File: src/source/bus_config.svh
// Build constants for the thread data-memory port, included by every RTL file that sizes logic
`ifndef BUS_CONFIG_SVH
`define BUS_CONFIG_SVH

// Hardware threads sharing the port, one request slot each
`define NUM_THREADS 4

// Byte address width of a request and of the bus
`define ADDR_W 32

// Width of one bus beat; a 32-bit request uses one half of it
`define BUS_DATA_W 64

// Depth of the target memory in bus words
`define RAM_WORDS 256

// Cycles from AR acceptance until the target raises R valid
`define RAM_READ_LATENCY 3

`endif

File: src/source/bus_pkg.sv
// Shared thread, register and slot types for the data-memory port and its testbench
`include "bus_config.svh"

package bus_pkg;

  // Thread number, also used as the ID on every bus channel
  typedef logic [$clog2(`NUM_THREADS)-1:0] thread_t;

  // Register file index that a load result is written back to
  typedef logic [2:0] wb_reg_t;

  // One outstanding request per thread
  // The mask selects bytes of the 32-bit word at addr, both for stores and for
  // the lane extraction on loads
  typedef struct packed {
    logic [`ADDR_W-1:0] addr;
    logic [3:0]         mask;
    logic [31:0]        wdata;
    wb_reg_t            wb_reg;
  } slot_t;

endpackage

File: src/source/axi_bus_if.sv
// Single-beat AXI channel bundle between the issue engines, the observers and the RAM target
`timescale 1ns/1ps
`include "bus_config.svh"

interface axi_bus_if;

  bus_pkg::thread_t         awid;
  logic [`ADDR_W-1:0]       awaddr;
  logic                     awvalid;
  logic                     awready;

  logic [`BUS_DATA_W-1:0]   wdata;
  logic [`BUS_DATA_W/8-1:0] wstrb;
  logic                     wvalid;
  logic                     wready;

  bus_pkg::thread_t         bid;
  logic                     bvalid;
  logic                     bready;

  bus_pkg::thread_t         arid;
  logic [`ADDR_W-1:0]       araddr;
  logic                     arvalid;
  logic                     arready;

  bus_pkg::thread_t         rid;
  logic [`BUS_DATA_W-1:0]   rdata;
  logic                     rvalid;
  logic                     rready;

  // The port never back-pressures responses
  assign bready = 1'b1;
  assign rready = 1'b1;

  modport write_master (output awid, awaddr, awvalid, wdata, wstrb, wvalid,
                        input awready, wready, bid, bvalid, bready);

  modport read_master (output arid, araddr, arvalid,
                       input arready, rid, rvalid, rready);

  modport observer (input bid, bvalid, bready, rid, rdata, rvalid, rready);

  modport slave (input awid, awaddr, awvalid, wdata, wstrb, wvalid, bready,
                 input arid, araddr, arvalid, rready,
                 output awready, wready, bid, bvalid, arready, rid, rdata, rvalid);

endinterface

File: src/source/axi_read_issue.sv
// Read issue engine that scans the slots in turn and drives one AR beat per pending load
`timescale 1ns/1ps
`include "bus_config.svh"

module axi_read_issue
(
  input  logic                    CLK,
  input  logic                    RST,
  input  bus_pkg::slot_t          slots [`NUM_THREADS],
  input  logic [`NUM_THREADS-1:0] pending_read,
  axi_bus_if.read_master          bus
);

  bus_pkg::thread_t        ptr;
  logic                    start;
  logic [`NUM_THREADS-1:0] sent;
  logic [`NUM_THREADS-1:0] issue_hit;
  logic [`NUM_THREADS-1:0] r_ack;

  assign start = !bus.arvalid && pending_read[ptr] && !sent[ptr];

  always_comb
  begin
    for (int i = 0; i < `NUM_THREADS; i++)
    begin
      issue_hit[i] = start && (ptr == bus_pkg::thread_t'(i));
      r_ack[i]     = bus.rvalid && bus.rready && (bus.rid == bus_pkg::thread_t'(i));
    end
  end

  always_ff @(posedge CLK or posedge RST)
  begin
    if (RST)
    begin
      ptr         <= '0;
      sent        <= '0;
      bus.arvalid <= 1'b0;
    end
    else
    begin
      sent <= (sent & ~r_ack) | issue_hit;
      if (start)
      begin
        bus.arvalid <= 1'b1;
      end
      // The pointer holds on the issued thread while the target back-pressures
      else if (!bus.arvalid || bus.arready)
      begin
        bus.arvalid <= 1'b0;
        ptr         <= ptr + 1'b1;
      end
    end
  end

  always_ff @(posedge CLK)
  begin
    if (start)
    begin
      bus.arid   <= ptr;
      bus.araddr <= slots[ptr].addr;
    end
  end

endmodule

File: src/flat_wrapper.sv
// flat-port wrapper written by rule: the top's interface ports become plain ports
module axi_read_issue_flat 
  (CLK, RST, slots, pending_read, bus_arid, bus_araddr, bus_arvalid, bus_arready, bus_rid, bus_rvalid);
  axi_bus_if bus_i ();
  input  logic CLK;
  input  logic RST;
  input  bus_pkg::slot_t slots[`NUM_THREADS];
  input  logic [`NUM_THREADS-1:0] pending_read;
  output wire logic [$bits(bus_i.arid)-1:0] bus_arid;
  output wire logic [$bits(bus_i.araddr)-1:0] bus_araddr;
  output wire logic [$bits(bus_i.arvalid)-1:0] bus_arvalid;
  input wire logic [$bits(bus_i.arready)-1:0] bus_arready;
  input wire logic [$bits(bus_i.rid)-1:0] bus_rid;
  input wire logic [$bits(bus_i.rvalid)-1:0] bus_rvalid;
  assign bus_arid = bus_i.arid;
  assign bus_araddr = bus_i.araddr;
  assign bus_arvalid = bus_i.arvalid;
  assign bus_i.arready = bus_arready;
  assign bus_i.rid = bus_rid;
  assign bus_i.rvalid = bus_rvalid;
  axi_read_issue u_core (.CLK(CLK), .RST(RST), .slots(slots), .pending_read(pending_read), .bus(bus_i));
endmodule
File: config.mk
export PLATFORM = sky130hd
export DESIGN_NAME = axi_read_issue_flat
export DESIGN_NICKNAME = d
export VERILOG_FILES = /design/src/source/bus_pkg.sv /design/src/source/axi_bus_if.sv /design/src/source/axi_read_issue.sv /design/src/flat_wrapper.sv
export VERILOG_INCLUDE_DIRS = /design/src /design/src/source
export SDC_FILE = /design/constraint.sdc
export NUM_CORES = 1
export LEC_CHECK = 0
export BUFFER_PORTS_ARGS = -buffer_cell sky130_fd_sc_hd__buf_4
export CAP_MARGIN = 20
export CELL_PAD_IN_SITES_DETAIL_PLACEMENT = 0
export CELL_PAD_IN_SITES_GLOBAL_PLACEMENT = 1
export CORE_AREA = 2 2 128 130
export DETAILED_ROUTE_END_ITERATION = 10
export DIE_AREA = 0 0 130 132
export PLACE_DENSITY = 0.58
export SLEW_MARGIN = 20
export SYNTH_ARGS = -nofsm -noshare
export SYNTH_HDL_FRONTEND = slang
export SYNTH_SLANG_ARGS = --single-unit
File: constraint.sdc
create_clock -name CLK -period 3.6 [get_ports CLK]
set_input_delay 0.36 -clock CLK [delete_from_list [all_inputs] [get_ports CLK]]
set_output_delay 0.36 -clock CLK [all_outputs]
set_load 0.005 [all_outputs]
==> results.py, run 1 <==
metrics = {
    "cells_and_area": {
        "fillers": 1670,
        "layoutNonFillerInstCount": 503,
        "insertedDiodeCount": 0,
        "multi_input_area_um2": 991,
        "drive_above_1_share_pct": 76.0,
        "layout.nets": 584,
        "area.sequential_um2": 1200,
        "synthToLayoutAreaGrowth_pct": 74.4,
        "final_cell_area_um2": 3960,
    },
    "floorplan": {
        "num_rows": 46,
        "die_height_um": 132,
        "floorplan.die_area_um2": 17200,
        "floorplan.core_area_um2": 15700,
        "starting_density_of_the_core_pct": 14.4,
        "design.portCount": 329,
        "fp.dieW_um": 130,
    },
    "timing": {
        "rsz_0062_raised_after_global_routing": "false",
        "fin_tns_setup_ns": 0,
        "setup_failing_eps_final": 0,
        "hold_viol": 0,
        "period_minus_slack_ns": 2.26,
        "maxSlewViolCount": 0,
        "worst-slew-pin-transition_ns": 0.775,
        "clock.fmax_ghz": 0.443,
        "final_min_period_over_clock_period_pct": 62.7,
        "timing.max_slew.rel_slack_pct": 48.3,
        "finalClockSkew_ns": 0.00500,
    },
    "clock_network": {
        "clockBufferDepth": 2,
        "number_of_buffers_created_by_cts": 5,
        "clock_tree_from_tritoncts": "built",
        "cts_resized": 0,
        "ctsRootBufferMaster": "sky130_fd_sc_hd__clkbuf_16",
        "clk_pin_slew_ns": 0.06,
        "clock_tree.htree_level_count": 2,
        "clock_sinks": 41,
        "cts-hold-fix-buffers": 1,
        "cts.repair_timing.setup_buffer_count": 0,
        "clock_insertion_delay_worst_skew_ns": 0.29,
    },
    "detailed_routing": {
        "post_drt_via_cell_ratio": 3.65,
        "drc": 0,
        "drt-wirelength-per-cell_um": 15.7,
        "detail_route.iter0.violations": 58,
        "dr_total_vias": 1836,
        "wirelength_um": 7890,
        "antenna_violation_net_count_after_detailed_routing": 0,
        "drt-pass1-iter-count": 4,
    },
    "placement": {
        "place.gp.congestion": 0.676,
        "placement.cell_area_um2": 3780,
        "port_buffers": 172,
        "dpl.cell_count": 494,
        "place.detailed.hpwl_um": 6150,
    },
    "yosys": {
        "ys_top_cells_by_count": "34 x sky130_fd_sc_hd__edfxtp_1, 28 x sky130_fd_sc_hd__mux4_2, 7 x sky130_fd_sc_hd__dfrtp_1",
        "ys.flop_type": "sky130_fd_sc_hd__edfxtp_1",
        "synth_top_area_share_pct": 45.0,
        "number_of_enable_type_register_cells_in_the_synthesized_netlist": 34,
        "ys_seq_elements": 41,
        "async_flop_share_pct": 17.1,
        "top_count_cell_post_synth": "sky130_fd_sc_hd__edfxtp_1",
        "synth_sequential_area_ratio_pct": 52.7,
        "netlist_area_um2": 2270,
        "syn-num-nets": 409,
        "synth_largest_area_cell": "sky130_fd_sc_hd__edfxtp_1",
        "ys_top_cells_by_area": "sky130_fd_sc_hd__edfxtp_1 45%, sky130_fd_sc_hd__mux4_2 28%, sky130_fd_sc_hd__dfrtp_1 7.7%, sky130_fd_sc_hd__mux4_1 4.6%, sky130_fd_sc_hd__buf_6 2.5%",
        "post_synth.cell_area_avg_um2": 20.4,
        "yosys_warnings": 0,
        "netlist-cell-type-count": 26,
        "synth_cells": 111,
    },
    "hold_path": {
        "worstHoldPathType": "in -> reg",
        "min_delay_path_depth": 3,
        "startpoint_of_the_worst_hold_path": "bus_rid[0]",
        "timing.hold.worst_endpoint": "u_core.sent[3]$_DFF_PP0_",
    },
    "setup_path": {
        "crit_required_ns": 3.53,
        "critical_path_fanout_max": 38,
        "regToRegStartpoint": "u_core.ptr[0]$_DFFE_PP0P_",
        "regToRegEndpoint": "u_core.bus.araddr[17]$_DFFE_PP_",
        "regToRegSetupSlack_ns": 1.34,
        "timing.reg2reg.worst_path_depth": 4,
        "critPathArrivalTime_ns": 2.19,
        "cp-end-kind": "register",
        "critPathLaunchType": "register",
        "crit_path_kind": "reg -> reg",
    },
    "power": {
        "power-per-cell-area_nw_per_um2": 701,
        "finalPower_w": 0.00277,
        "power_leakage_nw": 1.65,
        "ir_drop_uv": 343,
    },
    "grt": {
        "grt_antenna_before_repair": 0,
        "top_usage_layer": "met2",
        "grt_start_max_net_pins": 39,
        "grt_first_pass_wirelength_um": 11600,
        "use_met2_pct": 15.2,
        "met3_layer_usage_reported_by_global_route_pct": 3.90,
        "gr_util_all_layers_pct": 9.10,
        "grtUsageMet1_pct": 10.8,
        "vias_in_the_first_global_route": 2068,
        "global_route.overflow_total": 0,
    },
    "job": {
        "max-cap-violations": 0,
    },
    "run_status": {
        "status": "completed",
    },
}
worst max-delay path by stage:
stage	cells past startpoint	from	end	slack [ns]
detailed placement	4	u_core.ptr[0]$_DFFE_PP0P_	u_core.bus.araddr[3]$_DFFE_PP_	1.24
global route	4	u_core.ptr[0]$_DFFE_PP0P_	u_core.bus.araddr[4]$_DFFE_PP_	1.10
CTS	4	u_core.ptr[0]$_DFFE_PP0P_	u_core.bus.araddr[3]$_DFFE_PP_	1.22
floorplan	3	u_core.ptr[0]$_DFFE_PP0P_	u_core.bus.araddr[0]$_DFFE_PP_	1.70
finish	4	u_core.ptr[0]$_DFFE_PP0P_	u_core.bus.araddr[17]$_DFFE_PP_	1.34
global placement	4	u_core.ptr[0]$_DFFE_PP0P_	u_core.bus.araddr[30]$_DFFE_PP_	1.25
final cells by class:
| cell class | instances | share of cell area (%) |
|---|---|---|
| multi-input cells | 59 | 25.0 |
| clock buffers | 6 | 3.26 |
| clock inverters | 2 | 0.854 |
| repair buffers | 176 | 33.4 |
| well taps | 216 | 6.83 |
| flip-flops and latches | 41 | 30.3 |
| inverters | 3 | 0.285 |
flip-flops by register name, indices dropped and copies added (netlist names):
register / cells
u_core.bus.araddr: 32
u_core.bus.arid: 2
u_core.bus.arvalid: 1
u_core.ptr: 2
u_core.sent: 4
per-layer routing:
metal  wire [µm]  up-vias  part of all wire, %
li1            -      835                    -
met1        3160      884                   40
met2        3840      111                   49
met3         813        6                   10
met4          72        0                 0.91
met5           0        -                    0
critical path: stages (launching register included):
cell and delay (ns):
sky130_fd_sc_hd__dfrtp_2 0.87, sky130_fd_sc_hd__nand2_1 0.13, sky130_fd_sc_hd__a2bb2oi_2 0.21, sky130_fd_sc_hd__o22ai_4 0.17
sky130_fd_sc_hd__buf_4 0.50
layout by cell type, fill, tap and decap left out, types with 2 or more instances in the layout:
master and n:
sky130_fd_sc_hd__buf_4 175, sky130_fd_sc_hd__clkbuf_16 5, sky130_fd_sc_hd__ha_1 4, sky130_fd_sc_hd__mux4_1 4, sky130_fd_sc_hd__a22o_1 4, sky130_fd_sc_hd__dfrtp_2 2, sky130_fd_sc_hd__inv_1 3, sky130_fd_sc_hd__nor2_1 2
sky130_fd_sc_hd__dfrtp_1 5, sky130_fd_sc_hd__edfxtp_1 34, sky130_fd_sc_hd__nand3b_1 2, sky130_fd_sc_hd__mux4_2 28
metrics by stage:
stage / hold WS [ns] / utilization (%) / worst slack, ns
finish: 0.404 / 25.2 / 1.34
global route: 0.409 / 25.2 / 1.10
CTS: 0.394 / 25.2 / 1.22
detailed placement: 0.324 / 24.1 / 1.24
global placement: 0.326 / 24.1 / 1.25
floorplan: 0.163 / - / 1.70
power by group:
part           switching, W  leakage (nW)  internal (W)  total [W]
clock network      0.000196        0.0785      0.000326   0.000522
logic              0.000474          1.17      0.000726    0.00120
registers          0.000205         0.401      0.000848    0.00105
total              0.000875          1.65       0.00190    0.00277
kinds of logic after synthesis:
group           after synthesis  share of synthesized area (%)
fa+ha+maj                     4                           2.21
mux                          33                           32.9
flops                        41                           52.7
buf+inv                      11                           3.64
simple gates                 11                           3.31
compound gates               10                           4.91
xor+xnor                      1                          0.386
Note: power is estimated with default switching activity, not from simulation.
==> run 2: changes to the inputs <==
Settings changed: ABC_AREA set to 1, CORE_AREA 2 2 128 130 to 2 2 127 129, DIE_AREA 0 0 130 132 to 0 0 129 131, PLACE_DENSITY 0.58 to 0.65.
Clock period 3.6 ns to 2.3 ns, I/O delays scaled along.
==> run 2 against run 1 <==
Routed wire length grew 13%. Cell count grew 29%. Cell area grew 0.28%. Critical endpoint is now u_core.bus.araddr[3]$_DFFE_PP_. Largest power group unchanged.
==> results.py, run 2 <==
metrics = {
    "cells_and_area": {
        "mostFrequentLayoutCells": "178 x sky130_fd_sc_hd__buf_4, 65 x sky130_fd_sc_hd__nor2_1, 54 x sky130_fd_sc_hd__o21ai_0",
        "fillers": 1707,
        "insertedDiodeCount": 0,
        "synthToLayoutAreaGrowth_pct": 71.3,
        "largestRegisters": "u_core.bus.araddr (32), u_core.sent (4)",
        "mostFrequentLayoutCell": "sky130_fd_sc_hd__buf_4",
        "layout.nets": 728,
        "drive_above_1_share_pct": 44.8,
        "area.sequential_um2": 1200,
        "max_ffs_per_register": 32,
        "regMostFlops": "u_core.bus.araddr",
        "multi_input_area_um2": 981,
    },
    "floorplan": {
        "design.portCount": 329,
        "die_height_um": 131,
        "floorplan.core_area_um2": 15600,
        "num_rows": 46,
        "floorplan.die_area_um2": 16900,
        "fp.dieW_um": 129,
        "starting_density_of_the_core_pct": 14.9,
    },
    "grt": {
        "grt_first_pass_wirelength_um": 13200,
        "grt_antenna_before_repair": 0,
        "grt_start_max_net_pins": 68,
        "global_route.overflow_total": 0,
        "gr_util_all_layers_pct": 10.2,
        "vias_in_the_first_global_route": 2485,
    },
    "timing": {
        "fin_tns_setup_ns": 0,
        "rsz_0062_raised_after_global_routing": "false",
        "worst-slew-pin-transition_ns": 0.682,
        "final_min_period_over_clock_period_pct": 74.0,
        "period_minus_slack_ns": 1.70,
        "clock.fmax_ghz": 0.588,
        "finalClockSkew_ns": 0.00338,
        "hold_viol": 0,
        "maxSlewViolCount": 0,
        "timing.max_slew.rel_slack_pct": 54.5,
        "worst_hold_slack_ns": 0.213,
        "setup_failing_eps_final": 0,
    },
    "detailed_routing": {
        "wirelength_um": 8960,
        "drt-wirelength-per-cell_um": 13.8,
        "post_drt_via_cell_ratio": 4.05,
        "dr_total_vias": 2621,
        "drt-pass1-iter-count": 4,
        "drc": 0,
        "detail_route.iter0.violations": 56,
        "antenna_violation_net_count_after_detailed_routing": 0,
    },
    "yosys": {
        "ys_top_cells_by_area": "sky130_fd_sc_hd__edfxtp_1 44%, sky130_fd_sc_hd__o21ai_0 12%, sky130_fd_sc_hd__nor2_1 11%, sky130_fd_sc_hd__o22ai_1 8.6%, sky130_fd_sc_hd__dfrtp_1 7.6%",
        "ys_seq_elements": 41,
        "synth_sequential_area_ratio_pct": 51.6,
        "netlist-cell-type-count": 22,
        "async_flop_share_pct": 17.1,
        "synth_top_area_share_pct": 44.1,
        "synth_cells": 264,
        "ys.flop_type": "sky130_fd_sc_hd__edfxtp_1",
        "netlist_area_um2": 2320,
        "top_count_cell_post_synth": "sky130_fd_sc_hd__nor2_1",
        "syn-num-nets": 562,
        "yosys_warnings": 0,
        "synth_largest_area_cell": "sky130_fd_sc_hd__edfxtp_1",
        "ys_top_cells_by_count": "65 x sky130_fd_sc_hd__nor2_1, 54 x sky130_fd_sc_hd__o21ai_0, 34 x sky130_fd_sc_hd__edfxtp_1",
        "post_synth.cell_area_avg_um2": 8.78,
        "number_of_enable_type_register_cells_in_the_synthesized_netlist": 34,
    },
    "clock_network": {
        "ctsRootBufferMaster": "sky130_fd_sc_hd__clkbuf_16",
        "clock_tree.htree_level_count": 2,
        "clockBufferDepth": 2,
        "clock_tree_from_tritoncts": "built",
        "cts_resized": 0,
        "clock_sinks": 41,
        "number_of_buffers_created_by_cts": 5,
        "clock_insertion_delay_worst_skew_ns": 0.29,
        "clk_pin_slew_ns": 0.06,
    },
    "power": {
        "switching_share_pct": 39.6,
        "netSwitchingPower_w": 0.00187,
        "power-per-cell-area_nw_per_um2": 1190,
        "ir_drop_uv": 597,
        "power_leakage_nw": 1.72,
        "share_comb_of_total_power_pct": 51.4,
        "intPower_w": 0.00285,
        "pwr-share-clk_pct": 14.7,
        "seq_power_share_pct": 33.9,
    },
    "setup_path": {
        "crit_path_kind": "reg -> reg",
        "cp-end-kind": "register",
        "critPathArrivalTime_ns": 1.63,
        "crit_required_ns": 2.22,
        "critPathLaunchType": "register",
        "critical_path_fanout_max": 38,
    },
    "hold_path": {
        "worstHoldPathType": "in -> reg",
    },
    "job": {
        "max-cap-violations": 0,
    },
    "placement": {
        "place.detailed.hpwl_um": 6650,
        "port_buffers": 172,
        "place.gp.congestion": 0.693,
    },
    "run_status": {
        "status": "completed",
    },
}
[run 2: cell count changes after synthesis, sizes merged, moves of 8 or more]
cell	previous run	this run
mux4	32	0
nor2	3	65
o21ai	0	68
nand2	1	16
o22ai	1	32
clkbuf	0	8
[run 2: path summary, 6_finish.rpt]
check / from / slack [ns] / endpoint / cells past startpoint
min: bus_rid[1] / 0.21 / u_core.sent[0]$_DFF_PP0_ / 3
min reg2reg: u_core.sent[0]$_DFF_PP0_ / 0.52 / u_core.sent[0]$_DFF_PP0_ / 2
max in group asynchronous: RST / 1.64 / u_core.ptr[0]$_DFFE_PP0P_ / 3
max: u_core.ptr[1]$_DFFE_PP0P_ / 0.60 / u_core.bus.araddr[3]$_DFFE_PP_ / 4
max reg2reg: u_core.ptr[1]$_DFFE_PP0P_ / 0.60 / u_core.bus.araddr[3]$_DFFE_PP_ / 4
min in group asynchronous: RST / 0.42 / u_core.bus.arvalid$_DFFE_PP0P_ / 3
[run 2: layer usage]
layer / track usage (%) / part of all wire [%] / vias to the layer above
li1: - / - / 1276
met1: 12.6 / 43 / 1221
met4: 2.69 / 0.98 / 0
met2: 17.2 / 48 / 118
met5: 0 / 0 / -
met3: 3.05 / 7.6 / 6
[run 2: power groups by stage]
| stage | clock network, W | registers [W] | logic [W] |
|---|---|---|---|
| 2_1_floorplan | 0 | 0.00161 | 0.00135 |
| 3_3_place_gp | 0 | 0.00160 | 0.00248 |
| 3_5_place_dp | 0 | 0.00162 | 0.00248 |
| 4_1_cts | 0.000736 | 0.00161 | 0.00249 |
| 5_1_grt | 0.000766 | 0.00164 | 0.00276 |
| 6_report | 0.000693 | 0.00160 | 0.00243 |
[run 2: timing repair]
item                                   CTS  global route
hold buffers                             1             0
endpoints found under the hold margin    7             0
setup buffers                            0             0
[run 2: critical path: stages, from the launching register on]
cell and delay (ns):
sky130_fd_sc_hd__dfrtp_1 0.64, sky130_fd_sc_hd__inv_2 0.08, sky130_fd_sc_hd__nand3_2 0.10, sky130_fd_sc_hd__nand3_4 0.10
sky130_fd_sc_hd__inv_4 0.40
[run 2: per-stage QoR]
stage               area, µm²  worst slack, ns  util (%)  power (W)  cells
global placement         3820            0.549      24.5    0.00408    638
detailed placement       3820            0.561      24.5    0.00410    638
finish                   3970            0.598      25.4    0.00472    647
floorplan                2320            0.812         -    0.00296    264
CTS                      3970            0.550      25.4    0.00483    647
global route             3970            0.463      25.4    0.00517    647
[run 2: cell families (layout without fill, tap and decap cells)]
kind of cell | count (synthesis) | count (layout) | synth area share, %
simple gates | 90 | 90 | 16.8
compound gates | 100 | 100 | 23.3
buf+inv | 29 | 196 | 6.05
fa+ha+maj | 4 | 4 | 2.16
flops | 41 | 41 | 51.6
[run 2: layout make-up]
class,count,share of cell area [%]
repair buffers,179,33.9
flip-flops and latches,41,30.2
multi-input cells,194,24.7
well taps,216,6.81
clock buffers,7,3.34
inverters,9,0.914
clock inverters,1,0.126
==> run 3: changes to the inputs <==
Settings changed: PLACE_DENSITY 0.65 to 0.67.
Clock period 2.3 ns to 1.4 ns, I/O delays scaled along.
==> run 3 against run 2 <==
Global-route usage increased by 0.20 points. Worst setup slack got worse by 0.57 ns. Combinational power increased by 100%. Core utilization increased by 1.4 points. First-iteration DRC count increased by 140%. Register-to-register slack got worse by 0.57 ns. Cell area increased by 5.7%. Largest cell class unchanged. Count of clock-buffer cells in the layout increased by 1. Sequential power increased by 61%. Die area unchanged.
==> results.py, run 3 (synthesis results as in run 2) <==
metrics = {
    "cells_and_area": {
        "drive_above_1_share_pct": 47.2,
        "largestRegisters": "u_core.bus.araddr (32), u_core.sent (4)",
        "layoutNonFillerInstCount": 661,
        "fillers": 1675,
        "synthToLayoutAreaGrowth_pct": 81.0,
        "area.sequential_um2": 1200,
        "mostFrequentLayoutCell": "sky130_fd_sc_hd__buf_4",
        "post-route-util_pct": 26.9,
        "insertedDiodeCount": 0,
        "regMostFlops": "u_core.bus.araddr",
        "multi_input_area_um2": 1000,
        "mostFrequentLayoutCells": "182 x sky130_fd_sc_hd__buf_4, 65 x sky130_fd_sc_hd__nor2_1, 41 x sky130_fd_sc_hd__o21ai_0",
        "max_ffs_per_register": 32,
        "layout.nets": 742,
    },
    "power": {
        "share_comb_of_total_power_pct": 57.2,
        "pwr-share-clk_pct": 13.1,
        "finalPower_w": 0.00863,
        "seq_power_share_pct": 29.7,
        "power_leakage_nw": 1.82,
        "netSwitchingPower_w": 0.00343,
        "ir_drop_uv": 920,
        "intPower_w": 0.00521,
        "switching_share_pct": 39.7,
        "power-per-cell-area_nw_per_um2": 2060,
    },
    "clock_network": {
        "clock_insertion_delay_worst_skew_ns": 0.28,
        "ctsRootBufferMaster": "sky130_fd_sc_hd__clkbuf_16",
        "number_of_buffers_created_by_cts": 5,
        "clk_pin_slew_ns": 0.06,
        "clockBufferDepth": 2,
        "clock_sinks": 41,
        "clock_tree_from_tritoncts": "built",
        "clock_tree.htree_level_count": 2,
    },
    "floorplan": {
        "design.portCount": 329,
        "floorplan.die_area_um2": 16900,
        "floorplan.core_area_um2": 15600,
        "die_height_um": 131,
        "num_rows": 46,
        "fp.dieW_um": 129,
        "starting_density_of_the_core_pct": 14.9,
    },
    "detailed_routing": {
        "drt-wirelength-per-cell_um": 14.1,
        "drt-pass1-iter-count": 4,
        "detail_route.iter0.violations": 132,
        "wirelength_um": 9310,
        "drc": 0,
        "antenna_violation_net_count_after_detailed_routing": 0,
        "post_drt_via_cell_ratio": 4.04,
        "dr_total_vias": 2669,
    },
    "grt": {
        "vias_in_the_first_global_route": 2670,
        "grt_antenna_before_repair": 0,
        "grt_start_max_net_pins": 49,
        "global_route.overflow_total": 0,
        "grt_first_pass_wirelength_um": 13500,
        "gr_util_all_layers_pct": 10.4,
    },
    "run_status": {
        "status": "completed",
    },
    "setup_path": {
        "timing.critical_path.slowest_stage_cell": "sky130_fd_sc_hd__dfrtp_2",
        "critPathArrivalTime_ns": 1.37,
        "critical_path_fanout_max": 9,
        "cp_cell_sequence": "inv_2 > nand3b_1 > nand3_4 > nand3_4 > buf_12 > clkinv_8",
        "critical-path-max-stage-delay_ns": 0.46,
        "cp-end-kind": "register",
        "worst_path_most_repeated_cell": "sky130_fd_sc_hd__nand3_4",
        "critical_path.startpoint": "u_core.ptr[0]$_DFFE_PP0P_",
        "regToRegStartpoint": "u_core.ptr[0]$_DFFE_PP0P_",
        "critPathLaunchType": "register",
        "crit_required_ns": 1.40,
        "crit_path_kind": "reg -> reg",
    },
    "hold_path": {
        "worstHoldPathType": "in -> reg",
        "startpoint_of_the_worst_hold_path": "bus_rid[1]",
    },
    "timing": {
        "setup_failing_eps_final": 0,
        "timing.max_slew.rel_slack_pct": 78.3,
        "final_min_period_over_clock_period_pct": 98.0,
        "hold_viol": 0,
        "clock.fmax_ghz": 0.729,
        "worst-slew-pin-transition_ns": 0.325,
        "setup_slack_ns": 0.0275,
        "fin_tns_setup_ns": 0,
        "rsz_0062_raised_after_global_routing": "true",
        "finalClockSkew_ns": 0.00288,
        "maxSlewViolCount": 0,
        "period_minus_slack_ns": 1.37,
    },
    "placement": {
        "port_buffers": 172,
        "place.detailed.hpwl_um": 6790,
        "place.gp.congestion": 0.726,
        "dpl.cell_count": 644,
        "pre_cts_ws_ns": -0.0919,
    },
    "job": {
        "max-cap-violations": 0,
    },
}
-- run 3: final cells by class --
cell class                 count  share of cell area, %
clock buffer                   8                   3.25
inverter                       9                   1.19
multi-input combinational    194                   23.9
sequential                    41                   28.6
tap                          216                   6.44
timing repair buffer         189                   35.1
timing repair inverter         4                   1.55
-- run 3: power by group through the flow --
stage                     logic, W  registers [W]  clock network [W]
after global routing       0.00550        0.00263            0.00123
final                      0.00494        0.00257            0.00113
after CTS                  0.00485        0.00256            0.00120
after detailed placement   0.00439        0.00260                  0
after global placement     0.00434        0.00259                  0
after floorplan            0.00225        0.00263                  0
-- run 3: stage by stage --
step / hold slack [ns] / cell area, µm²
detailed placement: 0.113 / 3900
CTS: 0.116 / 4140
global route: 0.149 / 4190
floorplan: -0.0566 / 2320
finish: 0.123 / 4190
global placement: 0.0974 / 3900
-- run 3: path summary, 6_finish.rpt --
| check | to | slack [ns] | depth (start not counted) |
|---|---|---|---|
| min in group asynchronous | u_core.bus.arvalid$_DFFE_PP0P_ | 0.36 | 3 |
| worst max-delay path | u_core.bus.araddr[31]$_DFFE_PP_ | 0.03 | 6 |
| max in group asynchronous | u_core.ptr[0]$_DFFE_PP0P_ | 0.80 | 3 |
| worst min register to register | u_core.sent[0]$_DFF_PP0_ | 0.51 | 2 |
| worst min-delay path | u_core.sent[1]$_DFF_PP0_ | 0.12 | 3 |
| worst max register to register | u_core.bus.araddr[31]$_DFFE_PP_ | 0.03 | 6 |
-- run 3: timing repair --
| action | CTS | global route |
|---|---|---|
| hold buffers | 1 | 0 |
| pin swaps | 1 | 1 |
| setup endpoints to repair | 35 | 45 |
| cloned | 3 | 1 |
| setup buffers | 4 | 0 |
| resized for setup | 6 | 26 |
| hold endpoints to repair | 7 | 0 |
-- run 3: worst max-delay path: cells and delay by family (launching register included) --
kind                   cells  cell delay, ns
buffers and inverters      3            0.32
flip-flops                 1            0.46
AND/OR/NAND/NOR            3            0.31
-- run 3: metal layers --
| metal | vias up | part of all wire, % | global-route usage (%) |
|---|---|---|---|
| met5 | - | 0 | 0 |
| met2 | 115 | 50 | 18.6 |
| met1 | 1242 | 42 | 12.2 |
| li1 | 1303 | - | - |
| met4 | 0 | 1.6 | 3.52 |
| met3 | 9 | 6.4 | 2.36 |
